File: src/design/adder_pkg.sv
package adder_pkg;

   // Bus widths fixed by the register map
   localparam int data_w = 32;
   localparam int addr_w = 8;

   typedef logic [data_w-1:0]   word_t;
   typedef logic [addr_w-1:0]   addr_t;
   typedef logic [data_w/8-1:0] strb_t;
   typedef logic [1:0]          resp_t;

   localparam resp_t resp_okay   = 2'b00;
   localparam resp_t resp_slverr = 2'b10;

   // Register offsets
   localparam addr_t off_op_a   = 8'h00;
   localparam addr_t off_op_b   = 8'h04;
   localparam addr_t off_sum    = 8'h08;
   localparam addr_t off_status = 8'h0c;

   // Status word bit positions
   localparam int status_bit_carry = 0;
   localparam int status_bit_ready = 1;

   typedef struct packed {
      logic  en;
      addr_t addr;
      word_t data;
      strb_t strb;
   } reg_wr_t;

   typedef struct packed {
      logic  en;
      addr_t addr;
   } reg_rd_req_t;

   typedef struct packed {
      word_t data;
      logic  err;
   } reg_rsp_t;

endpackage

File: src/design/axil_write_slave.sv
`timescale 1ns/1ps

module axil_write_slave
(
   input  logic              s1_axi_aclk,
   input  logic              rst_n,
   input  adder_pkg::addr_t  awaddr,
   input  logic              awvalid,
   output logic              awready,
   input  adder_pkg::word_t  wdata,
   input  adder_pkg::strb_t  wstrb,
   input  logic              wvalid,
   output logic              wready,
   output adder_pkg::resp_t  bresp,
   output logic              bvalid,
   input  logic              bready,
   output adder_pkg::reg_wr_t reg_wr,
   input  adder_pkg::reg_rsp_t wr_rsp
);
   import adder_pkg::*;

   typedef enum logic [1:0] {
      wr_idle,
      wr_accept,
      wr_resp
   } wr_state_t;

   wr_state_t state;
   logic      both_valid;

   // Address and data are only taken as a pair
   assign both_valid = awvalid && wvalid;

   always_ff @(posedge s1_axi_aclk)
   begin
      if (!rst_n)
      begin
         state <= wr_idle;
         bresp <= resp_okay;
      end
      else
      begin
         case (state)
            wr_idle:
            begin
               if (both_valid)
               begin
                  state <= wr_accept;
               end
            end
            wr_accept:
            begin
               // Transfer edge where the register write lands
               if (both_valid)
               begin
                  state <= wr_resp;
                  bresp <= wr_rsp.err ? resp_slverr : resp_okay;
               end
               else
               begin
                  state <= wr_idle;
               end
            end
            wr_resp:
            begin
               if (bready)
               begin
                  state <= wr_idle;
               end
            end
            default:
            begin
               state <= wr_idle;
            end
         endcase
      end
   end

   assign awready = (state == wr_accept);
   assign wready  = (state == wr_accept);
   assign bvalid  = (state == wr_resp);

   always_comb
   begin
      reg_wr.en   = (state == wr_accept) && both_valid;
      reg_wr.addr = awaddr;
      reg_wr.data = wdata;
      reg_wr.strb = wstrb;
   end

   bresp_hold_a: assert property (@(posedge s1_axi_aclk) disable iff (!rst_n)
      bvalid && !bready |=> bvalid && $stable(bresp));

endmodule

File: src/design/axil_read_slave.sv
`timescale 1ns/1ps

module axil_read_slave
(
   input  logic                    s1_axi_aclk,
   input  logic                    rst_n,
   input  adder_pkg::addr_t        araddr,
   input  logic                    arvalid,
   output logic                    arready,
   output adder_pkg::word_t        rdata,
   output adder_pkg::resp_t        rresp,
   output logic                    rvalid,
   input  logic                    rready,
   output adder_pkg::reg_rd_req_t  reg_rd,
   input  adder_pkg::reg_rsp_t     rd_rsp
);
   import adder_pkg::*;

   typedef enum logic [1:0] {
      rd_idle,
      rd_accept,
      rd_resp
   } rd_state_t;

   rd_state_t state;

   always_ff @(posedge s1_axi_aclk)
   begin
      if (!rst_n)
      begin
         state <= rd_idle;
         rdata <= '0;
         rresp <= resp_okay;
      end
      else
      begin
         case (state)
            rd_idle:
            begin
               if (arvalid)
               begin
                  state <= rd_accept;
               end
            end
            rd_accept:
            begin
               if (arvalid)
               begin
                  state <= rd_resp;
                  rdata <= rd_rsp.data;
                  rresp <= rd_rsp.err ? resp_slverr : resp_okay;
               end
               else
               begin
                  state <= rd_idle;
               end
            end
            rd_resp:
            begin
               // Data bus goes back to zero once taken
               if (rready)
               begin
                  state <= rd_idle;
                  rdata <= '0;
                  rresp <= resp_okay;
               end
            end
            default:
            begin
               state <= rd_idle;
            end
         endcase
      end
   end

   assign arready = (state == rd_accept);
   assign rvalid  = (state == rd_resp);

   always_comb
   begin
      reg_rd.en   = (state == rd_accept) && arvalid;
      reg_rd.addr = araddr;
   end

   r_hold_a: assert property (@(posedge s1_axi_aclk) disable iff (!rst_n)
      rvalid && !rready |=> rvalid && $stable(rdata) && $stable(rresp));

endmodule

File: src/design/adder_regs.sv
`timescale 1ns/1ps

module adder_regs
(
   input  logic                    s1_axi_aclk,
   input  logic                    rst_n,
   input  adder_pkg::reg_wr_t      reg_wr,
   output adder_pkg::reg_rsp_t     wr_rsp,
   input  adder_pkg::reg_rd_req_t  reg_rd,
   output adder_pkg::reg_rsp_t     rd_rsp
);
   import adder_pkg::*;

   word_t op_a;
   word_t op_b;
   word_t sum;
   logic  carry;
   logic  a_written;
   logic  b_written;
   word_t status;
   logic  wr_a;
   logic  wr_b;
   logic  rd_sum;

   function automatic word_t merge_bytes(input word_t old_val, input word_t new_val,
                                         input strb_t strb);
      word_t result;
      result = old_val;
      for (int i = 0; i < data_w/8; i++)
      begin
         if (strb[i])
         begin
            result[i*8 +: 8] = new_val[i*8 +: 8];
         end
      end
      return result;
   endfunction

   assign wr_a   = reg_wr.en && (reg_wr.addr == off_op_a);
   assign wr_b   = reg_wr.en && (reg_wr.addr == off_op_b);
   assign rd_sum = reg_rd.en && (reg_rd.addr == off_sum);

   // Only the operands are writable
   assign wr_rsp.data = '0;
   assign wr_rsp.err  = (reg_wr.addr != off_op_a) && (reg_wr.addr != off_op_b);

   always_ff @(posedge s1_axi_aclk)
   begin
      if (!rst_n)
      begin
         op_a      <= '0;
         op_b      <= '0;
         sum       <= '0;
         carry     <= 1'b0;
         a_written <= 1'b0;
         b_written <= 1'b0;
      end
      else
      begin
         if (wr_a)
         begin
            op_a <= merge_bytes(op_a, reg_wr.data, reg_wr.strb);
         end
         if (wr_b)
         begin
            op_b <= merge_bytes(op_b, reg_wr.data, reg_wr.strb);
         end
         // One cycle behind the operands
         {carry, sum} <= {1'b0, op_a} + {1'b0, op_b};
         // A write in the same cycle as the sum read wins
         if (wr_a)
         begin
            a_written <= 1'b1;
         end
         else if (rd_sum)
         begin
            a_written <= 1'b0;
         end
         if (wr_b)
         begin
            b_written <= 1'b1;
         end
         else if (rd_sum)
         begin
            b_written <= 1'b0;
         end
      end
   end

   always_comb
   begin
      status = '0;
      status[status_bit_carry] = carry;
      status[status_bit_ready] = a_written && b_written;
   end

   always_comb
   begin
      rd_rsp.data = '0;
      rd_rsp.err  = 1'b0;
      case (reg_rd.addr)
         off_op_a:   rd_rsp.data = op_a;
         off_op_b:   rd_rsp.data = op_b;
         off_sum:    rd_rsp.data = sum;
         off_status: rd_rsp.data = status;
         default:    rd_rsp.err  = 1'b1;
      endcase
   end

   wr_addr_known_a: assert property (@(posedge s1_axi_aclk) disable iff (!rst_n)
      reg_wr.en |-> !$isunknown(reg_wr.addr));

   rd_addr_known_a: assert property (@(posedge s1_axi_aclk) disable iff (!rst_n)
      reg_rd.en |-> !$isunknown(reg_rd.addr));

endmodule

File: src/design/axil_adder_top.sv
`timescale 1ns/1ps

module axil_adder_top
(
   input  logic              s1_axi_aclk,
   input  logic              rst_n,
   // Write address
   input  adder_pkg::addr_t  awaddr,
   input  logic              awvalid,
   output logic              awready,
   // Write data
   input  adder_pkg::word_t  wdata,
   input  adder_pkg::strb_t  wstrb,
   input  logic              wvalid,
   output logic              wready,
   // Write response
   output adder_pkg::resp_t  bresp,
   output logic              bvalid,
   input  logic              bready,
   // Read address
   input  adder_pkg::addr_t  araddr,
   input  logic              arvalid,
   output logic              arready,
   // Read data
   output adder_pkg::word_t  rdata,
   output adder_pkg::resp_t  rresp,
   output logic              rvalid,
   input  logic              rready
);
   import adder_pkg::*;

   reg_wr_t     reg_wr;
   reg_rsp_t    wr_rsp;
   reg_rd_req_t reg_rd;
   reg_rsp_t    rd_rsp;

   axil_write_slave u_write (
      .s1_axi_aclk (s1_axi_aclk),
      .rst_n       (rst_n),
      .awaddr      (awaddr),
      .awvalid     (awvalid),
      .awready     (awready),
      .wdata       (wdata),
      .wstrb       (wstrb),
      .wvalid      (wvalid),
      .wready      (wready),
      .bresp       (bresp),
      .bvalid      (bvalid),
      .bready      (bready),
      .reg_wr      (reg_wr),
      .wr_rsp      (wr_rsp)
   );

   axil_read_slave u_read (
      .s1_axi_aclk (s1_axi_aclk),
      .rst_n       (rst_n),
      .araddr      (araddr),
      .arvalid     (arvalid),
      .arready     (arready),
      .rdata       (rdata),
      .rresp       (rresp),
      .rvalid      (rvalid),
      .rready      (rready),
      .reg_rd      (reg_rd),
      .rd_rsp      (rd_rsp)
   );

   adder_regs u_regs (
      .s1_axi_aclk (s1_axi_aclk),
      .rst_n       (rst_n),
      .reg_wr      (reg_wr),
      .wr_rsp      (wr_rsp),
      .reg_rd      (reg_rd),
      .rd_rsp      (rd_rsp)
   );

endmodule

File: config.mk
export PLATFORM = sky130hd
export DESIGN_NAME = axil_adder_top
export DESIGN_NICKNAME = d
export VERILOG_FILES = /design/src/design/adder_pkg.sv /design/src/design/axil_write_slave.sv /design/src/design/axil_read_slave.sv /design/src/design/adder_regs.sv /design/src/design/axil_adder_top.sv
export SDC_FILE = /design/constraint.sdc
export NUM_CORES = 1
export LEC_CHECK = 0
export BUFFER_PORTS_ARGS = -buffer_cell sky130_fd_sc_hd__buf_2
export CELL_PAD_IN_SITES_DETAIL_PLACEMENT = 1
export CELL_PAD_IN_SITES_GLOBAL_PLACEMENT = 2
export CORE_ASPECT_RATIO = 1.4
export CORE_MARGIN = 2
export CORE_UTILIZATION = 35
export DETAILED_ROUTE_END_ITERATION = 7
export HOLD_SLACK_MARGIN = 0.08
export PLACE_DENSITY = 0.82
export RECOVER_POWER = 50
export SLEW_MARGIN = 20
export SYNTH_ARGS = -nofsm -noshare
export SYNTH_HDL_FRONTEND = slang
export SYNTH_HIERARCHICAL = 1
export SYNTH_SLANG_ARGS = --single-unit
File: constraint.sdc
create_clock -name s1_axi_aclk -period 4.53 [get_ports s1_axi_aclk]
set_input_delay 0.2265 -clock s1_axi_aclk [delete_from_list [all_inputs] [get_ports s1_axi_aclk]]
set_output_delay 0.2265 -clock s1_axi_aclk [all_outputs]
set_load 0.02 [all_outputs]
== Word-level counts from Yosys, hierarchy flattened ==
Cells that the tools add are included.

* Register bits after elaboration: 139
* Output and inout bits: 41
* Word-level logic and storage cells: 80
* Input bits: 59

* Mux-type cells: 19
* Add/sub/neg operators: 1
* Reductions and logical operators: 29
* Equality and inequality tests: 14

{| class="wikitable"
|+ Operators by type and width
! cell !! number
|-
| case mux 32 bit (4 select lines) || 1
|-
| 2-to-1 mux 32 bit || 2
|-
| case mux 32 bit (2 select lines) || 1
|-
| adder 32 x 32 -> 33 bit || 1
|-
| AND reduction 2 bit || 11
|-
| 2-to-1 mux 2 bit || 9
|-
| == test 8 x 3 -> 1 bit (second input constant) || 2
|-
| == test 8 x 4 -> 1 bit (second input constant) || 2
|-
| zero test 8 bit || 2
|-
| case mux 2 bit (3 select lines) || 2
|-
| logical AND 1 bit || 8
|-
| inequality test 8 x 3 -> 1 bit (second input constant) || 1
|-
| nonzero test 8 bit || 1
|-
| inequality test 2 x 1 -> 1 bit (second input constant) || 3
|-
| nonzero test 2 bit || 3
|-
| == test 2 x 1 -> 1 bit (second input constant) || 2
|-
| == test 2 bit (second input constant) || 2
|-
| zero test 2 bit || 2
|-
| inequality test 2 bit (second input constant) || 2
|-
| case mux 2 bit (2 select lines) || 1
|-
| OR reduction 4 bit || 1
|-
| 2-to-1 mux 1 bit || 3
|-
| AND reduction 3 bit || 1
|}

== Longest topological paths before layout ==
Gate-level depths: netlist of the first run.

* Depth in word-level cells: 5
* Mapped depth: 9
* Gate-level depth less buffers: 9

== By module ==
Netlist of the first run, hierarchy kept.

{| class="wikitable"
|+ By module, submodules not included
! module !! times used !! area each (sq um) !! cells each !! seq. area each (sq um)
|-
| adder_regs || 1 || 6189.7 || 804 || 1981.9
|-
| axil_read_slave || 1 || 1465.2 || 164 || 700.7
|-
| axil_write_slave || 1 || 483.0 || 60 || 60.1
|}

== Worst setup path before layout of the first run ==
OpenSTA, ideal clock, no wires.

* Kind: register to register
* Start point: reg u_regs.op_a[0]
* End point: reg u_regs.sum[30]
* Buffers on the path: 0
* Arrival time: 2.216 ns
* Path slack: 2.183 ns
* Period minus slack after synthesis: 2.347 ns
* Setup time: 0.131 ns
* Required time: 4.399 ns
* Cell stages (with the launch flop): 10
* Cells stage by stage: dfxtp_1 -> ha_1 -> fa_1 -> a21o_1 -> a311o_1 -> nand3_2 -> a211oi_2 -> o311ai_2 -> nand3_1 -> nor3b_2

* Word-level cells in the longest chain between the ends: 1

{| class="wikitable"
|+ RTL lines
! item !! line !! RTL
|-
| start: declaration || adder_regs.sv:14 || <nowiki>word_t op_a;</nowiki>
|-
| start signal: assignment || adder_regs.sv:62 || <nowiki>op_a <= merge_bytes(op_a, reg_wr.data, reg_wr.strb);</nowiki>
|-
| adder 32 x 32 -> 33 bit || adder_regs.sv:69 || <nowiki>{carry, sum} <= {1'b0, op_a} + {1'b0, op_b};</nowiki>
|-
| end signal: assignment || adder_regs.sv:69 ||
|-
| end: declaration || adder_regs.sv:16 || <nowiki>word_t sum;</nowiki>
|}

Every way passes these cells.
A chain may end at the register's enable or synchronous reset.

==> impl_metrics.tcl, run 1 <==
set metrics [dict create \
    status "complete, but fails checks" \
    failed_checks "max-capacitance violations, max-slew violations" \
    finish.net_count 1129 \
    cp.required_ns 4.80 \
    antenna_found_initial 0 \
    final_hold_viol_count 0 \
    setup_slack_ns 1.22 \
    ff_latch_area_mm2 0.00274 \
    via_per_inst 5.06 \
    gp_congestion 0.825 \
    syn_avg_cell_area_um2 7.93 \
    synthesis.area_mm2 0.00789 \
    power.internal_w 0.00223 \
    comb_power_share_pct 4.9 \
    multi_input_area_mm2 0.00434 \
    ios 100 \
    max_freq_ghz 0.302 \
    cts_tree "done" \
    fill_cells 2748 \
    synth_cells 995 \
    timing.hold.ws_ns 0.104 \
    ir_worst_vdd_mv 0.271 \
    wl_mm 21.4 \
    port_buffers 97 \
    p_sw_share_pct 21.8 \
    yosysWarnings 6 \
    final_max_slew_viol_count 25 \
    cts_resized 0 \
    layout_common_cells "dfxtp_1, nand2_1, a21oi_1, nand3_1, nor2_1" \
    dieArea_mm2 0.0238 \
    cts_sinks 137 \
    cts-root-buf "clkbuf_16" \
    grt-ovfl-total 0 \
    p_seq_share_pct 42.5 \
    drtPass1Iterations 4 \
    rows 65 \
    cap_violations 1 \
    cts_buffers 17 \
    tightest_slew_ns 1.99 \
    hold_path_class "input port to register" \
    initial_utilization_pct 35.3 \
    place_ws_ns 1.85 \
    tns_ns 0 \
    track_usage_pct 18.5 \
    first_global_vias 6877 \
    grt_pass1_wl_mm 34.9 \
    ant_nets 0 \
    core_mm2 0.0224 \
    path_class "register to register" \
    dp_hpwl_mm 15.6 \
    drc 0 \
    period_minus_slack_ns 3.31 \
    grt_max_degree 56 \
    path_max_fanout 24 \
    syn_nets 1087 \
    post-route-period-util_pct 73.0 \
    power_w 0.00285 \
    path_clk_slew_ns 0.06 \
    end_kind "register" \
    startpoint_type "register" \
    p_clk_share_pct 52.7 \
    die_y_um 182 \
    relSlewSlack_pct -32.9 \
    power_density_mw_per_mm2 317 \
    rsz0062_at_grt "false" \
    fin_worst_skew_ns 0.00835 \
    drive_gt1_share_pct 11.1 \
    clock_latency_ns 0.43 \
    wl_per_cell_um 15.8 \
    cts-htree-levels 4 \
    drt_first_iter_violations 215 \
    arrival_ns 3.57 \
    dr_total_vias 6836 \
    diodes 0 \
    die_w_um 131 \
    cts.path.max_buffers 2 \
    area_delta_synth_final_pct 13.7 \
    final_common_cell "dfxtp_1" \
    finalSetupViolations 0 \
    power_switching_w 0.000621 \
    leakage_nw 3.35 \
]
[per-stage QoR]
step	std cells	util, %	instance area, um^2
4_1_cts	1351	40.4	9040
5_1_grt	1351	40.1	8980
2_1_floorplan	995	-	7890
6_report	1351	40.1	8980
3_3_place_gp	1284	36.0	8050
3_5_place_dp	1284	36.0	8050
[sequential cells by signal, indices dropped and copies added (netlist names)]
register	flops
u_read/rdata	32
u_read/rresp	1
u_read/state	2
u_regs/a_written	1
u_regs/b_written	1
u_regs/carry	1
u_regs/op_a	32
u_regs/op_b	32
u_regs/sum	32
u_write/bresp	1
u_write/state	2
[power groups by stage]
stage	Clock (W)	Sequential, W	Combinational [W]
after CTS	0.00153	0.00121	0.000142
after global routing	0.00159	0.00121	0.000151
final	0.00150	0.00121	0.000138
after floorplan	0	0.00124	0.000110
after detailed placement	0	0.00124	0.000119
after global placement	0	0.00124	0.000118
[critical path, stage by stage, from the launching register on]
cell	delay (ns)
dfxtp_1	0.41
and4b_4	0.29
nand2_1	0.05
nor2_1	1.47
nand2_1	0.62
nand2_1	0.21
a21oi_1	0.08
[routing by layer]
layer,share of wire [%],GRT usage [%],vias to the layer above
li1,-,-,3495
met1,50,25.4,3205
met2,45,29.3,117
met3,3.2,3.21,19
met4,1.4,5.83,0
met5,0,0,-
[what timing repair did]
action | in CTS | in global routing
endpoints found under the hold margin | 62 | 0
hold buffers | 35 | 0
setup buffers | 0 | 0
[worst paths after layout]
path	start	endpoint	slack, ns	cells past startpoint
worst max register to register	u_write/state[0]	u_regs/op_a[4]	1.22	6
worst min register to register	u_write/bresp[1]	u_write/bresp[1]	0.46	2
worst min-delay path	bready	u_write/state[1]	0.10	3
worst max-delay path	u_write/state[0]	u_regs/op_a[4]	1.22	6
[final cells by class]
cell class,count,share of cell area [%]
Clock inverter,11,1.88
Clock buffer,21,5.24
Sequential cell,137,30.6
Timing Repair Buffer,138,9.25
Inverter,13,0.557
Multi-Input combinational cell,730,48.3
Tap cell,301,4.20
Power figures use the tool's default switching activity.
==> run 2: changes to the inputs <==
--- a/config.mk
+++ b/config.mk
@@ -10,10 +10,10 @@
 export CELL_PAD_IN_SITES_GLOBAL_PLACEMENT = 2
 export CORE_ASPECT_RATIO = 1.4
 export CORE_MARGIN = 2
-export CORE_UTILIZATION = 35
+export CORE_UTILIZATION = 31
 export DETAILED_ROUTE_END_ITERATION = 7
 export HOLD_SLACK_MARGIN = 0.08
-export PLACE_DENSITY = 0.82
+export PLACE_DENSITY = 0.77
 export RECOVER_POWER = 50
 export SLEW_MARGIN = 20
 export SYNTH_ARGS = -nofsm -noshare
==> constraint.sdc (replaced) <==
create_clock -name s1_axi_aclk -period 2.8 [get_ports s1_axi_aclk]
set_input_delay 0.14 -clock s1_axi_aclk [delete_from_list [all_inputs] [get_ports s1_axi_aclk]]
set_output_delay 0.14 -clock s1_axi_aclk [all_outputs]
set_load 0.02 [all_outputs]
==> impl_metrics.tcl, run 2 (synthesis results as in run 1) <==
set metrics [dict create \
    regToRegStartpoint "u_regs/op_a[0]" \
    first_global_vias 7035 \
    area_delta_synth_final_pct 15.2 \
    grt_pass1_wl_mm 36.4 \
    cts-root-buf "clkbuf_16" \
    drtPass1Iterations 4 \
    tightest_slew_ns 0.754 \
    crit_slowest_cell "fa_1" \
    rows 69 \
    fin_area_mm2 0.00909 \
    power_density_mw_per_mm2 502 \
    fin_worst_skew_ns 0.00826 \
    power_w 0.00456 \
    grt-ovfl-total 0 \
    final_common_cell "dfxtp_1" \
    hold_path_class "input port to register" \
    startpoint_type "register" \
    layout_common_cells "dfxtp_1, nand2_1, a21oi_1, nand3_1, nor2_1" \
    cap_violations 0 \
    clock_latency_ns 0.43 \
    grt_max_degree 53 \
    tns_ns 0 \
    cp_top_family "compound AO/OA/AOI/OAI gates" \
    cp.required_ns 3.15 \
    via_per_inst 4.97 \
    end_kind "register" \
    path_cells "ha_1 -> fa_1 -> a21o_1 -> a311o_1 -> nand3_2 -> a21oi_1 -> o21a_1 -> o21ai_1 -> mux2i_1" \
    relSlewSlack_pct 49.7 \
    rrSetupSlack_ns 0.20 \
    cts_tree "done" \
    antenna_found_initial 0 \
    cts_resized 0 \
    hold_path_depth 4 \
    ir_worst_vdd_mv 0.432 \
    cts_sinks 137 \
    ios 100 \
    dp_hpwl_mm 16.6 \
    die_w_um 139 \
    period_minus_slack_ns 2.60 \
    drt_first_iter_violations 224 \
    wl_mm 22.3 \
    arrival_ns 2.95 \
    dieArea_mm2 0.0268 \
    cts.path.max_buffers 2 \
    path_buf_inv 0 \
    track_usage_pct 16.9 \
    final_max_slew_viol_count 0 \
    path_class "register to register" \
    wl_per_cell_um 16.1 \
    finish.net_count 1142 \
    timing.hold.ws_ns 0.128 \
    dp.cells 1311 \
    critPathMaxStageDelay_ns 0.41 \
    initial_utilization_pct 31.3 \
    drc 0 \
    finalSetupViolations 0 \
    r2r-end "u_regs/sum[28]" \
    min_from "awaddr[2]" \
    port_buffers 97 \
    min_delay_worst_endpoint "u_regs/op_a[11]" \
    diodes 0 \
    die_y_um 193 \
    core_mm2 0.0252 \
    leakage_nw 3.41 \
    drive_gt1_share_pct 11.8 \
    gp_congestion 0.863 \
    status "finished clean" \
    dr_total_vias 6868 \
    stdcell_count 1382 \
    path_max_fanout 4 \
    post-route-period-util_pct 93.0 \
    path_clk_slew_ns 0.06 \
    final_hold_viol_count 0 \
    max_freq_ghz 0.384 \
    dpl-instance-area_mm2 0.00816 \
    cts-htree-levels 4 \
    cts_buffers 17 \
    rsz0062_at_grt "false" \
    reg2reg_depth 9 \
    ant_nets 0 \
]
==> run 2: cell types whose count changed in the layout (fill, tap and decap cells not counted), sizes merged <==
cell,change
buf,+9
dlygate4sd3,+4
clkbuf,-1
clkinv,+1
clkinvlp,-1
inv,+1
==> run 2: how the worst max path moves through the flow <==
stage	start	endpoint	slack, ns	cells past startpoint
CTS	u_regs/op_a[0]	u_regs/sum[28]	0.17	9
global placement	u_regs/op_a[0]	u_regs/sum[30]	0.28	9
finish	u_regs/op_a[0]	u_regs/sum[28]	0.20	9
global route	u_regs/op_a[0]	u_regs/sum[28]	0.07	9
detailed placement	u_regs/op_a[0]	u_regs/sum[28]	0.22	9
floorplan	u_regs/op_a[0]	u_regs/sum[30]	0.45	9
==> run 2: where the power goes <==
group          internal [W]  leakage (nW)  switching [W]
registers           0.00195          1.10     0.00000303
logic             0.0000987          2.01       0.000135
clock network       0.00151         0.292       0.000865
==> run 2: what timing repair did <==
action                                  in CTS  in global routing
hold buffers                                39                  0
setup buffers                                0                  0
endpoints found under the setup margin       0                  0
hold endpoints to repair                    69                  0
==> run 2: final cells by class <==
type                            instances  area (um^2)
Fill cell                            3088        16100
Multi-Input combinational cell        730         4320
Sequential cell                       137         2740
Timing Repair Buffer                  151          962
Clock buffer                           20          447
Tap cell                              319          399
Clock inverter                         12          174
Inverter                               13         51.3
==> run 2: metal layers <==
metal	up-vias	part of all wire, %	GRT usage [%]
li1	3517	-	-
met5	-	0	0
met1	3216	49	21.9
met2	112	46	28.3
met4	0	1.7	5.63
met3	23	2.9	3.10
==> run 2: tightest hold or removal path, stage by stage <==
cell and delay, ns:
buf_2 0.11, nor2_4 0.09, nand3_1 0.10, a21oi_1 0.06
==> run 2: through the flow <==
step | util, % | worst slack [ns]
after floorplan | - | 0.453
after global placement | 32.4 | 0.283
after detailed placement | 32.4 | 0.215
after CTS | 36.4 | 0.169
after global routing | 36.1 | 0.0684
final | 36.1 | 0.196
==> run 3: changes to the inputs <==
--- a/config.mk
+++ b/config.mk
@@ -6,14 +6,12 @@
 export NUM_CORES = 1
 export LEC_CHECK = 0
 export BUFFER_PORTS_ARGS = -buffer_cell sky130_fd_sc_hd__buf_2
-export CELL_PAD_IN_SITES_DETAIL_PLACEMENT = 1
-export CELL_PAD_IN_SITES_GLOBAL_PLACEMENT = 2
 export CORE_ASPECT_RATIO = 1.4
 export CORE_MARGIN = 2
-export CORE_UTILIZATION = 31
+export CORE_UTILIZATION = 53
 export DETAILED_ROUTE_END_ITERATION = 7
 export HOLD_SLACK_MARGIN = 0.08
-export PLACE_DENSITY = 0.77
+export PLACE_DENSITY = 0.78
 export RECOVER_POWER = 50
 export SLEW_MARGIN = 20
 export SYNTH_ARGS = -nofsm -noshare
==> impl_metrics.tcl, run 3 (synthesis results as in run 1) <==
set metrics [dict create \
    cts-root-buf "clkbuf_16" \
    initial_utilization_pct 54.4 \
    track_usage_pct 24.0 \
    antenna_found_initial 0 \
    fill_cells 1311 \
    reg2reg_depth 9 \
    rows 52 \
    power_density_mw_per_mm2 538 \
    setup_slack_ns 0.197 \
    finalSetupViolations 0 \
    rrSetupSlack_ns 0.20 \
    wl_met3_mm 1.15 \
    tns_ns 0 \
    cap_violations 0 \
    startpoint_type "register" \
    m1WireLength_mm 8.66 \
    top_layer "met4" \
    die_w_um 107 \
    post-route-period-util_pct 93.0 \
    first_global_vias 6528 \
    period_minus_slack_ns 2.60 \
    via_per_inst 5.66 \
    drtPass1Iterations 6 \
    dr_total_vias 7069 \
    ios 100 \
    finish.net_count 1140 \
    status "finished clean" \
    r2r-end "u_regs/sum[28]" \
    hold_path_depth 4 \
    drc 0 \
    cts-htree-levels 4 \
    cts_hold_repair.buffers 37 \
    min_delay_worst_endpoint "u_regs/op_a[9]" \
    min_from "awaddr[2]" \
    max_freq_ghz 0.384 \
    grt-ovfl-total 0 \
    power_w 0.00485 \
    die_y_um 148 \
    path_cells "ha_1 -> fa_1 -> a21o_1 -> a311o_1 -> nand3_2 -> a21oi_1 -> o21a_1 -> o21ai_1 -> mux2i_1" \
    crit_slowest_cell "fa_1" \
    path_class "register to register" \
    hold_path_class "input port to register" \
    cts_buffers 17 \
    rsz0062_at_grt "false" \
    postCtsSetupRepairBufs 0 \
    wl_mm 19.2 \
    critPathMaxStageDelay_ns 0.42 \
    dpl-instance-area_mm2 0.00799 \
    relSlewSlack_pct 53.7 \
    fin_area_mm2 0.00902 \
    core_mm2 0.0145 \
    gp_congestion 0.902 \
    final_hold_viol_count 0 \
    path_clk_slew_ns 0.06 \
    ant_nets 0 \
    place_ws_ns 0.261 \
    tightest_slew_ns 0.691 \
    end_kind "register" \
    wl_met2_mm 9.01 \
    area_delta_synth_final_pct 14.2 \
    final_common_cell "dfxtp_1" \
    dp_hpwl_mm 13.4 \
    cts_sinks 137 \
    path_buf_inv 0 \
    cp.required_ns 3.14 \
    grt_pass1_wl_mm 31.1 \
    layout_common_cells "dfxtp_1, nand2_1, a21oi_1, nand3_1, nor2_1" \
    cp_top_family "compound AO/OA/AOI/OAI gates" \
    arrival_ns 2.94 \
    port_buffers 97 \
    leakage_nw 3.47 \
    path_max_fanout 4 \
    drive_gt1_share_pct 12.1 \
    clock_latency_ns 0.41 \
    ir_worst_vdd_mv 0.337 \
    fin_worst_skew_ns 0.00813 \
    wl_per_cell_um 15.4 \
    diodes 0 \
    grt_max_degree 73 \
    dieArea_mm2 0.0159 \
    cts_tree "done" \
    cts_resized 0 \
    cts.path.max_buffers 2 \
    regToRegStartpoint "u_regs/op_a[0]" \
    drt_first_iter_violations 490 \
    final_max_slew_viol_count 0 \
]
==> run 3: how the worst max path moves through the flow <==
| stage | start | endpoint | slack [ns] | cells after the start |
|---|---|---|---|---|
| finish | u_regs/op_a[0] | u_regs/sum[28] | 0.20 | 9 |
| global route | u_regs/op_a[0] | u_regs/sum[28] | 0.09 | 9 |
| CTS | u_regs/op_a[0] | u_regs/sum[28] | 0.22 | 9 |
| detailed placement | u_regs/op_a[0] | u_regs/sum[28] | 0.26 | 9 |
| global placement | u_regs/op_a[0] | u_regs/sum[30] | 0.32 | 9 |
| floorplan | u_regs/op_a[0] | u_regs/sum[30] | 0.45 | 9 |
==> run 3: layout make-up <==
class                   count  area [um^2]  area share (%)
multi-input cells         730         4350            48.2
inverters                  13         51.3           0.569
clock buffers              20          467            5.18
flip-flops and latches    137         2740            30.4
repair buffers            149          932            10.3
clock inverters            11          241            2.68
well taps                 189          236            2.62
==> run 3: power by group <==
part | switching [W] | leakage [nW] | internal (W) | total [W]
logic | 0.000131 | 2.02 | 0.0000984 | 0.000229
registers | 0.00000338 | 1.10 | 0.00195 | 0.00196
clock network | 0.000836 | 0.346 | 0.00183 | 0.00267
==> run 3: per-stage QoR <==
| step | hold slack (ns) | instances | utilization, % |
|---|---|---|---|
| after floorplan | 0.258 | 995 | - |
| after global placement | 0.403 | 1181 | 55.0 |
| after detailed placement | 0.411 | 1181 | 55.0 |
| after CTS | 0.0962 | 1249 | 62.5 |
| after global routing | 0.129 | 1249 | 62.1 |
| final | 0.109 | 1249 | 62.1 |
==> run 3: worst reg2reg max path, stage by stage (launching register included) <==
cell	delay, ns
dfxtp_1	0.32
ha_1	0.25
fa_1	0.42
a21o_1	0.22
a311o_1	0.40
nand3_2	0.12
a21oi_1	0.11
o21a_1	0.26
o21ai_1	0.20
mux2i_1	0.21
==> run 3: per-layer routing <==
layer  up-vias  GRT usage [%]
met5         -              0
met4         0           8.05
met3        29           3.81
met2       253           39.7
met1      3252           31.9
li1       3535              -
